`config.mk`:
```
export PLATFORM = sky130hd
export DESIGN_NAME = cpu_core
export DESIGN_NICKNAME = d
export VERILOG_FILES = /design/src/isa_pkg.sv /design/src/core_pkg.sv /design/src/regfile_if.sv /design/src/decode_unit.sv /design/src/reg_file.sv /design/src/alu.sv /design/src/stage_reg.sv /design/src/cpu_core.sv
export VERILOG_INCLUDE_DIRS = /design/src /design/src/src
export SDC_FILE = /design/constraint.sdc
export NUM_CORES = 2
export LEC_CHECK = 0
export ABC_AREA = 1
export BUFFER_PORTS_ARGS = -buffer_cell sky130_fd_sc_hd__buf_4
export CAP_MARGIN = 20
export CORE_ASPECT_RATIO = 1.1
export CORE_MARGIN = 5
export CORE_UTILIZATION = 50
export DETAILED_ROUTE_END_ITERATION = 6
export PLACE_DENSITY = 0.66
export SKIP_LAST_GASP = 1
export SYNTH_ARGS = -nofsm -noshare
export SYNTH_HDL_FRONTEND = slang
export SYNTH_SLANG_ARGS = --single-unit
export TNS_END_PERCENT = 30
```
`constraint.sdc`:
```
create_clock -name clk -period 5.8 [get_ports clk]
set_clock_uncertainty 0.15 [all_clocks]
set_input_delay 0.87 -clock clk [delete_from_list [all_inputs] [get_ports clk]]
set_output_delay 0.87 -clock clk [all_outputs]
set_load 0.1 [all_outputs]
```
`src/core_cfg.svh`:
```
`ifndef CORE_CFG_SVH
`define CORE_CFG_SVH

// width of a data word and of a byte address.
`define CORE_XLEN 32

// architectural register count.
`define CORE_REG_COUNT 32

// bits needed to index a register.
`define CORE_REG_AW 5

`endif

```
`src/isa_pkg.sv`:
```
package isa_pkg;

    // major opcodes of the supported rv32i subset.
    typedef enum logic [6:0] {
        OP_LOAD   = 7'd3,
        OP_STORE  = 7'd35,
        OP_RTYPE  = 7'd51,
        OP_BRANCH = 7'd99
    } opcode_e;

    // alu operation select.
    typedef enum logic [3:0] {
        AND  = 4'd0,
        OR   = 4'd1,
        ADD  = 4'd2,
        SLL  = 4'd3,
        SLT  = 4'd4,
        SLTU = 4'd5,
        SUB  = 4'd6,
        XOR  = 4'd7,
        SRL  = 4'd8,
        SRA  = 4'd9
    } alu_op_e;

    // funct7 pattern that turns add into sub and srl into sra.
    localparam logic [6:0] FUNCT7_ALT = 7'b0100000;

    // r-type funct3 values.
    localparam logic [2:0] F3_ADD_SUB = 3'd0;
    localparam logic [2:0] F3_SLL     = 3'd1;
    localparam logic [2:0] F3_SLT     = 3'd2;
    localparam logic [2:0] F3_SLTU    = 3'd3;
    localparam logic [2:0] F3_XOR     = 3'd4;
    localparam logic [2:0] F3_SRL_SRA = 3'd5;
    localparam logic [2:0] F3_OR      = 3'd6;
    localparam logic [2:0] F3_AND     = 3'd7;

    // funct3 for word-sized lw and sw.
    localparam logic [2:0] F3_WORD = 3'd2;

    // funct3 for beq.
    localparam logic [2:0] F3_BEQ = 3'd0;

endpackage

```
`src/core_pkg.sv`:
```
`include "core_cfg.svh"

package core_pkg;

    typedef logic [`CORE_XLEN-1:0] word_t;
    typedef logic [`CORE_REG_AW-1:0] reg_idx_t;

    // control bits produced by decode.
    typedef struct packed {
        logic             reg_wr;
        logic             mem_rd;
        logic             mem_wr;
        logic             mem_to_rgs;
        logic             alu_src;
        logic             brnch;
        isa_pkg::alu_op_e alu_op;
    } ctrl_t;

    // fetch to decode.
    typedef struct packed {
        word_t instr;
        word_t pc;
    } ifid_t;

    // decode to execute.
    typedef struct packed {
        word_t    pc;
        word_t    rda;
        word_t    rdb;
        word_t    im_gen;
        reg_idx_t wa;
        ctrl_t    ctrl;
    } idex_t;

endpackage

```
`src/regfile_if.sv`:
```
`timescale 1ns/1ps

interface regfile_if;
    import core_pkg::*;

    // read side.
    reg_idx_t ra;
    reg_idx_t rb;
    word_t    rda;
    word_t    rdb;

    // write side driven from write-back.
    reg_idx_t wa;
    word_t    wda;
    logic     reg_wr;

    modport dec (output ra, output rb, input rda, input rdb);

    modport wb (output wa, output wda, output reg_wr);

    modport rf (
        input  ra, input rb, input wa, input wda, input reg_wr,
        output rda, output rdb
    );

endinterface

```
`src/decode_unit.sv`:
```
`timescale 1ns/1ps

module decode_unit (
    input  core_pkg::word_t    instr,
    regfile_if.dec             rf,
    output core_pkg::ctrl_t    ctrl,
    output core_pkg::word_t    im_gen,
    output core_pkg::reg_idx_t wa
);
    import isa_pkg::*;
    import core_pkg::*;

    opcode_e    opcode;
    logic [2:0] funct3;
    logic       alt;
    alu_op_e    rtype_op;
    word_t      imm_i;
    word_t      imm_s;
    word_t      imm_b;

    assign opcode = opcode_e'(instr[6:0]);
    assign funct3 = instr[14:12];
    assign alt    = (instr[31:25] == FUNCT7_ALT);

    // operand indices come straight from the fixed fields.
    assign rf.ra = instr[19:15];
    assign rf.rb = instr[24:20];
    assign wa    = instr[11:7];

    // sign-extended immediates per format.
    assign imm_i = {{20{instr[31]}}, instr[31:20]};
    assign imm_s = {{20{instr[31]}}, instr[31:25], instr[11:7]};
    assign imm_b = {{19{instr[31]}}, instr[31], instr[7], instr[30:25], instr[11:8], 1'b0};

    // alu op for r-type from funct3 and funct7.
    always_comb begin
        rtype_op = ADD;
        case (funct3)
            F3_ADD_SUB: rtype_op = alt ? SUB : ADD;
            F3_SLL:     rtype_op = SLL;
            F3_SLT:     rtype_op = SLT;
            F3_SLTU:    rtype_op = SLTU;
            F3_XOR:     rtype_op = XOR;
            F3_SRL_SRA: rtype_op = alt ? SRA : SRL;
            F3_OR:      rtype_op = OR;
            F3_AND:     rtype_op = AND;
            default:    rtype_op = ADD;
        endcase
    end

    always_comb begin
        ctrl   = '0;
        im_gen = '0;
        case (opcode)
            OP_RTYPE: begin
                ctrl.reg_wr = 1'b1;
                ctrl.alu_op = rtype_op;
            end
            OP_LOAD: begin
                if (funct3 == F3_WORD) begin
                    ctrl.reg_wr     = 1'b1;
                    ctrl.mem_rd     = 1'b1;
                    ctrl.mem_to_rgs = 1'b1;
                    ctrl.alu_src    = 1'b1;
                    ctrl.alu_op     = ADD;
                    im_gen          = imm_i;
                end
            end
            OP_STORE: begin
                if (funct3 == F3_WORD) begin
                    ctrl.mem_wr  = 1'b1;
                    ctrl.alu_src = 1'b1;
                    ctrl.alu_op  = ADD;
                    im_gen       = imm_s;
                end
            end
            OP_BRANCH: begin
                // equality shows up as a zero difference.
                if (funct3 == F3_BEQ) begin
                    ctrl.brnch  = 1'b1;
                    ctrl.alu_op = SUB;
                    im_gen      = imm_b;
                end
            end
            default: begin
                ctrl   = '0;
                im_gen = '0;
            end
        endcase
    end

endmodule

```
`src/reg_file.sv`:
```
`timescale 1ns/1ps
`include "core_cfg.svh"

module reg_file (
    input  logic clk,
    input  logic reset,
    regfile_if.rf rf
);
    import core_pkg::*;

    word_t regs [`CORE_REG_COUNT];

    // x0 reads zero, a write in flight is forwarded.
    function automatic word_t read_port(input reg_idx_t idx);
        word_t data;
        if (idx == '0) begin
            data = '0;
        end else if (rf.reg_wr && (rf.wa == idx)) begin
            data = rf.wda;
        end else begin
            data = regs[idx];
        end
        return data;
    endfunction

    always_ff @(posedge clk) begin
        if (reset) begin
            for (int i = 0; i < `CORE_REG_COUNT; i++) begin
                regs[i] <= '0;
            end
        end else if (rf.reg_wr && (rf.wa != '0)) begin
            regs[rf.wa] <= rf.wda;
        end
    end

    always_comb begin
        rf.rda = read_port(rf.ra);
        rf.rdb = read_port(rf.rb);
    end

endmodule

```
`src/alu.sv`:
```
`timescale 1ns/1ps

module alu (
    input  isa_pkg::alu_op_e op,
    input  core_pkg::word_t  a,
    input  core_pkg::word_t  b,
    output core_pkg::word_t  result
);
    import isa_pkg::*;

    logic [4:0] shamt;

    // only the low five bits count for shifts.
    assign shamt = b[4:0];

    always_comb begin
        result = '0;
        case (op)
            AND: begin
                result = a & b;
            end
            OR: begin
                result = a | b;
            end
            ADD: begin
                result = a + b;
            end
            SUB: begin
                result = a - b;
            end
            XOR: begin
                result = a ^ b;
            end
            SLL: begin
                result = a << shamt;
            end
            SRL: begin
                result = a >> shamt;
            end
            SRA: begin
                result = $signed(a) >>> shamt;
            end
            SLT: begin
                result[0] = ($signed(a) < $signed(b));
            end
            SLTU: begin
                result[0] = (a < b);
            end
            default: begin
                result = '0;
            end
        endcase
    end

endmodule

```
`src/stage_reg.sv`:
```
`timescale 1ns/1ps

module stage_reg #(
    parameter type payload_t = logic
) (
    input  logic     clk,
    input  logic     reset,
    input  logic     load_valid,
    input  logic     flush,
    input  payload_t d,
    output payload_t q,
    output logic     valid
);

    // payload moves every cycle, valid says if it counts.
    always_ff @(posedge clk) begin
        q <= d;
    end

    always_ff @(posedge clk) begin
        if (reset || flush) begin
            valid <= 1'b0;
        end else begin
            valid <= load_valid;
        end
    end

endmodule

```
`src/cpu_core.sv`:
```
`timescale 1ns/1ps

module cpu_core (
    input  logic            clk,
    input  logic            reset,
    output core_pkg::word_t imem_addr,
    input  core_pkg::word_t imem_data,
    output core_pkg::word_t dmem_addr,
    output core_pkg::word_t dmem_wdata,
    output logic            dmem_we,
    input  core_pkg::word_t dmem_rdata
);
    import core_pkg::*;

    localparam word_t PC_STEP = word_t'(4);

    word_t    pc;
    word_t    pc_next;
    word_t    br_target;
    logic     br_taken;

    ifid_t    ifid_d;
    ifid_t    ifid_q;
    logic     ifid_valid;

    ctrl_t    dec_ctrl;
    word_t    dec_imm;
    reg_idx_t dec_wa;

    idex_t    idex_d;
    idex_t    idex_q;
    logic     idex_valid;

    word_t    alu_b;
    word_t    alu_result;
    word_t    wb_data;

    regfile_if rf_bus ();

    reg_file u_reg_file (
        .clk   (clk),
        .reset (reset),
        .rf    (rf_bus.rf)
    );

    // fetch.
    always_ff @(posedge clk) begin
        if (reset) begin
            pc <= '0;
        end else begin
            pc <= pc_next;
        end
    end

    assign pc_next   = br_taken ? br_target : pc + PC_STEP;
    assign imem_addr = pc;
    assign ifid_d    = '{instr: imem_data, pc: pc};

    stage_reg #(.payload_t(ifid_t)) u_ifid (
        .clk        (clk),
        .reset      (reset),
        .load_valid (1'b1),
        .flush      (br_taken),
        .d          (ifid_d),
        .q          (ifid_q),
        .valid      (ifid_valid)
    );

    // decode and register reads.
    decode_unit u_decode (
        .instr  (ifid_q.instr),
        .rf     (rf_bus.dec),
        .ctrl   (dec_ctrl),
        .im_gen (dec_imm),
        .wa     (dec_wa)
    );

    assign idex_d = '{
        pc:     ifid_q.pc,
        rda:    rf_bus.rda,
        rdb:    rf_bus.rdb,
        im_gen: dec_imm,
        wa:     dec_wa,
        ctrl:   dec_ctrl
    };

    stage_reg #(.payload_t(idex_t)) u_idex (
        .clk        (clk),
        .reset      (reset),
        .load_valid (ifid_valid),
        .flush      (br_taken),
        .d          (idex_d),
        .q          (idex_q),
        .valid      (idex_valid)
    );

    // execute.
    assign alu_b = idex_q.ctrl.alu_src ? idex_q.im_gen : idex_q.rdb;

    alu u_alu (
        .op     (idex_q.ctrl.alu_op),
        .a      (idex_q.rda),
        .b      (alu_b),
        .result (alu_result)
    );

    // beq taken when the difference is zero; kills both younger slots.
    assign br_taken  = idex_valid && idex_q.ctrl.brnch && (alu_result == '0);
    assign br_target = idex_q.pc + idex_q.im_gen;

    // memory access with the address held at zero when idle.
    assign dmem_addr  = (idex_q.ctrl.mem_rd || idex_q.ctrl.mem_wr) ? alu_result : '0;
    assign dmem_wdata = idex_q.rdb;
    assign dmem_we    = idex_valid && idex_q.ctrl.mem_wr;

    // write-back at the closing edge of execute.
    assign wb_data       = idex_q.ctrl.mem_to_rgs ? dmem_rdata : alu_result;
    assign rf_bus.wa     = idex_q.wa;
    assign rf_bus.wda    = wb_data;
    assign rf_bus.reg_wr = idex_valid && idex_q.ctrl.reg_wr;

endmodule

```
Yosys cells after proc, flatten, opt, wreduce, memory -nomap -nowiden
Memories as Yosys holds them, arrays and structs flattened. A register that Yosys moved wholly into a read port is not among the register bits.
Index checks and enable logic that the tools add are counted.

storage, ports and cells
  register bits = 241
  latch bits = 0
  bits in writable memories = 1,024
  ROM bits = 0
  input bits = 66
  output and inout port bits = 97
  memories = 1

memory list
  name             words  bits a word  read ports  clocked after Yosys merged registers in  write ports  line            text
  u_reg_file.regs  32     32           2           2                                        32           reg_file.sv:11  word_t regs [`CORE_REG_COUNT];

operators by class
  add/sub/neg operators = 4
  multiply operators = 0
  divide/modulo/power cells = 0
  magnitude comparators = 2
  equal/unequal tests = 23
  shifts and indexed selects = 3
  mux-type cells = 31
  bitwise gates (word level) = 3
  reductions and logical operators = 17

operators with widths
  kind                   number
  $mux 32                10
  $pmux 31 s8            1
  $pmux 32 s3            1
  $add 32x32->32         2
  $lt 32x32->1           2
  $add 32x3->32 const B  1
  $and 32x32->32         1
  $logic_not 32->1       1
  $or 32x32->32          1
  $pmux 4 s8             1
  $reduce_or 32->1       1
  $shl 32x5->32          1
  $shr 32x5->32          1
  $sshr 32x5->32         1
  $sub 32x32->32         1
  $xor 32x32->32         1
  $eq 7x6->1 const B     3
  $eq 4x3->1 const B     4
  $eq 3x3->1 const B     4
  $pmux 4 s3             1
  $eq 5x5->1             2
  $logic_not 5->1        2
  $mux 5                 2
  $pmux 1 s10            1
  other kinds (17)       37

Depth between registers and ports, before layout
  depth after elaboration = 7
  gate-level depth with buffers = 29

By module
Synthesis repeated with hierarchy kept, for this count alone.

second synthesis, totals
  cell total of the unflattened synthesis = 10,864
  area total of the unflattened synthesis = 79,183.4 um^2

modules (own cells, without submodules)
  module              times used  cells an instance  area each (um^2)  sequential area each (um^2)
  reg_file            1           7,430              58,787.6          30,749.5
  alu                 1           2,098              10,108.4          0.0
  cpu_core            1           981                5,351.4           640.6
  stage_reg (u_idex)  1           147                2,896.5           2,882.8
  stage_reg (u_ifid)  1           68                 1,315.0           1,301.2
  decode_unit         1           140                724.4             0.0

Worst setup path after synthesis
OpenSTA, ideal clock, no wires.

  kind = reg2out
  start = register, netlist name u_idex.q[45]
  end = output port dmem_addr[27]
  arrival time = 4.119 ns
  slack = 0.661 ns
  cell stages (with the launch flop) = 17
  path through = dfxtp_1 > nand2_1 > inv_1 > clkbuf_1 > a21oi_1 > ha_1 > clkbuf_1 > nand2_1 > nor2_1 > inv_1 > nor3_1 > nand2_1 > nand3_1 > nand3_1 > nand2_1 > inv_1 > a21oi_1

RTL lines
  item              line           text
  end: declaration  cpu_core.sv:8  output core_pkg::word_t dmem_addr,

Final worst setup path
  start = register u_idex.q[5] (netlist bit)
  end = output port dmem_addr[20]

on the way
  cells in the longest elaborated chain, start to end = 4

RTL lines
  item                                          line             text
  start: declaration                            stage_reg.sv:11  output payload_t q,
  start signal: assignment                      stage_reg.sv:17  q <= d;
  $mux 32 (*)                                   cpu_core.sv:98   assign alu_b = idex_q.ctrl.alu_src ? idex_q.im_gen : idex_q.rdb;
  $sub 32x32->32, or another cell as far along  alu.sv:29        result = a - b;
  $pmux 31 s8 (*)                               alu.sv:18        case (op)
  $mux 32 (*)                                   cpu_core.sv:112  assign dmem_addr = (idex_q.ctrl.mem_rd || idex_q.ctrl.mem_wr) ? alu_result : '0;

Every way passes the cells marked *; elsewhere a longest branch is shown, timed or not.

==> reports/results.tsv <==
metric	value	unit
power_density	296	nW/µm²
fmax	174	MHz
synth-async-reset-ratio	0	%
ant_nets	0	
clock_path_buffers	3	
cts_tree	yes	
cts.htree.levels	4	
cap_violations	0	
violations	design-rule violations	
syn_avg_cell_area	7.75	µm²
clk-insertion-delay-late	0.81	ns
yosysWarnings	0	
die_y	414	µm
synth_top_family_by_area	simple AND/OR/NAND/NOR gates	
peakVddDrop	0.319	mV
crit_fanout	13	
synth_fa_ha_area_share	2.31	%
end_kind	output port	
final_core_util	55.8	%
grt_pass1_wl	459000	µm
syn_area	74000	µm²
dieArea	156000	µm²
slew_viol_final	0	
routedWlPerCell	28.1	µm
pwr-share-seq	42.1	%
synthCells	9552	
nNetsFinal	9564	
hold_viol	0	
synth_top_cells_by_area	edfxtp_1, nor2_1, o21ai_0	
critPathMaxStageDelay	0.46	ns
status	complete, but fails checks	
p_sw_share	33.0	%
r2r_setup_slack	0.45	ns
crit_type	reg2out	
yosys.area.top_type	edfxtp_1	
cts_root_buffer	clkbuf_16	
core	148000	µm²
power	24.4	mW
num_rows	148	
antenna_found_initial	13	
cp_slowest_cell	ha_2	
numCtsBuffers	138	
post-route-period-util	99.3	%
viasPerCell	6.42	
drive_above_1_share	7.96	%
synth-seq-area-share	47.5	%
grt.total_usage	39.9	%
p_int	16.4	mW
die_x	377	µm
clkPwrFrac	36.2	%
drt_wl_total	322000	µm
first_global_vias	68400	
synth_edf_count	1024	
p_leak	32.4	nW
pre_cts_slack	-0.0172	ns
synth_xor_area_share	0.698	%
top_level_ports	163	
start_util	50.2	%
synthSimpleGateAreaFrac	21.7	%
yosysMostFrequentCell	nor2_1	
syn_to_final_growth	11.3	%
synth.distinct_cells	53	
vias	73400	
setup_ws	0.0424	ns
dpl.hpwl	209000	µm
yosysTopAreaCellShare	41.5	%
drc	1	
crit_path_cell_trace	inv_2, or2_2, o21ai_0, buf_4, ha_2, inv_2, nor2_2, inv_1, nor2_1, nand3_1, nand3_2, nand2_1, nand3_1, nand3_1, nand2_1, nor2_1, buf_4, a21oi_1, buf_4	
synth_seq_cells	1245	
first_pass_iters	7	
setup_violations	0	
cp_top_family	simple AND/OR/NAND/NOR gates	
grt_max_degree	169	
p_comb_share	21.7	%
drtIter0Drc	11700	
worst_pin_slew	1.19	ns
hp-class	reg2reg	
rsz0062_at_grt	yes	
numClockSinks	1245	
synth_flop_cell	edfxtp_1	
setup_tns	0	ns
grt_overflow_total	0	
arrival	4.74	ns
synth_common_cells	nor2_1, nand2_1, o21ai_0, edfxtp_1, a21oi_1	
holdWs	0.174	ns
synth_compound_area_share	19.2	%
power.net_switching	8.07	mW
synthMuxAreaShare	0.0135	%
cp.required	4.78	ns
gp_congestion	1.07	
io_buffers	162	
slew_headroom	20.2	%
cp_num_buf_inv	6	
path_clk_slew	0.06	ns
finalCriticalPeriod	5.76	ns
startpoint_type	flip-flop	
==> state kept, by name (all words and copies together) (netlist names) <==
| name | count |
|---|---|
| imem_addr | 32 |
| u_idex.q | 123 |
| u_idex.valid | 1 |
| u_ifid.q | 64 |
| u_ifid.valid | 1 |
| u_reg_file.regs | 1024 |
==> kinds of logic (layout without fill, tap and decap cells) <==
group / after synthesis / in the layout
flip-flops: 1245 / 1245
other: 1 / 38
multiplexers: 1 / 1
buffers and inverters: 1646 / 1537
AND/OR/NAND/NOR: 3896 / 3896
adder cells (fa/ha/maj): 135 / 135
XOR/XNOR: 59 / 59
AO/OA/AOI/OAI: 2569 / 2569
==> cell type report <==
class	instances	area [µm²]
fill	13600	65200
sequential	1245	35200
multi-input combinational	6692	33100
timing repair buffer	435	3870
clock buffer	180	3730
inverter	851	3210
tap	1950	2440
clock inverter	71	753
antenna	6	15.0
==> per-stage QoR <==
| step | instances | area, µm² |
|---|---|---|
| after global routing | 11400 | 82400 |
| final | 11400 | 82400 |
| after CTS | 11400 | 82100 |
| after floorplan | 9583 | 74200 |
| after detailed placement | 11100 | 77200 |
| after global placement | 11100 | 77200 |
==> cell usage in the layout (no fill, tap or decap), types with 9 or more instances in the layout <==
cell type / n
conb_1: 32
clkinv_2: 24
o31ai_1: 41
o21a_1: 9
nand2_1: 1296
inv_2: 11
o21ai_4: 22
dlygate4sd3_1: 32
xor2_1: 39
clkinv_1: 22
xnor2_1: 20
ha_2: 14
nand3_1: 816
buf_12: 38
nor2_1: 1570
o221ai_1: 63
nand3b_1: 11
o311ai_0: 9
o22ai_1: 33
o21ai_0: 1129
a21oi_1: 859
edfxtp_1: 1024
clkbuf_1: 32
dfxtp_1: 210
nor2_2: 14
dfxtp_4: 9
nor3_1: 41
o21bai_1: 10
ha_1: 118
nand2_2: 38
o211ai_1: 306
nand4_1: 62
bufinv_16: 11
inv_1: 834
clkbuf_16: 140
a31oi_1: 55
buf_4: 359
==> per-layer routing <==
metal | wire (µm) | GRT usage [%] | vias to the layer above
li1 | - | - | 32200
met1 | 117000 | 50.4 | 34500
met2 | 144000 | 62.9 | 5419
met3 | 37000 | 8.00 | 1206
met4 | 24300 | 25.8 | 8
met5 | 48 | 0 | -
==> path summary, 6_finish.rpt <==
path / start / end / depth (start not counted)
worst max-delay path: u_idex.q[5]$_SDFF_PN0_ / dmem_addr[20] / 19
worst min-delay path: u_ifid.q[13]$_DFF_P_ / u_idex.q[124]$_DFF_P_ / 0
worst max register to register: u_idex.q[5]$_SDFF_PN0_ / imem_addr[22]$_SDFF_PP0_ / 25
worst min register to register: u_ifid.q[13]$_DFF_P_ / u_idex.q[124]$_DFF_P_ / 0
==> power by group through the flow <==
| stage | clock network, mW | registers, mW | logic [mW] |
|---|---|---|---|
| floorplan | 0 | 10.3 | 3.21 |
| global placement | 0 | 10.4 | 5.01 |
| detailed placement | 0 | 10.5 | 5.01 |
| CTS | 8.89 | 10.3 | 5.07 |
| global route | 9.26 | 10.3 | 5.59 |
| finish | 8.85 | 10.3 | 5.29 |
==> timing repair <==
| item | in CTS | in global routing |
|---|---|---|
| resized for setup | 27 | 29 |
| endpoints found under the setup margin | 31 | 20 |
| setup buffers | 3 | 2 |
| gates cloned | 0 | 0 |
| hold buffers | 32 | 0 |
| pin swaps | 2 | 2 |
| hold endpoints to repair | 32 | 0 |
(Power assumes the default switching activity.)
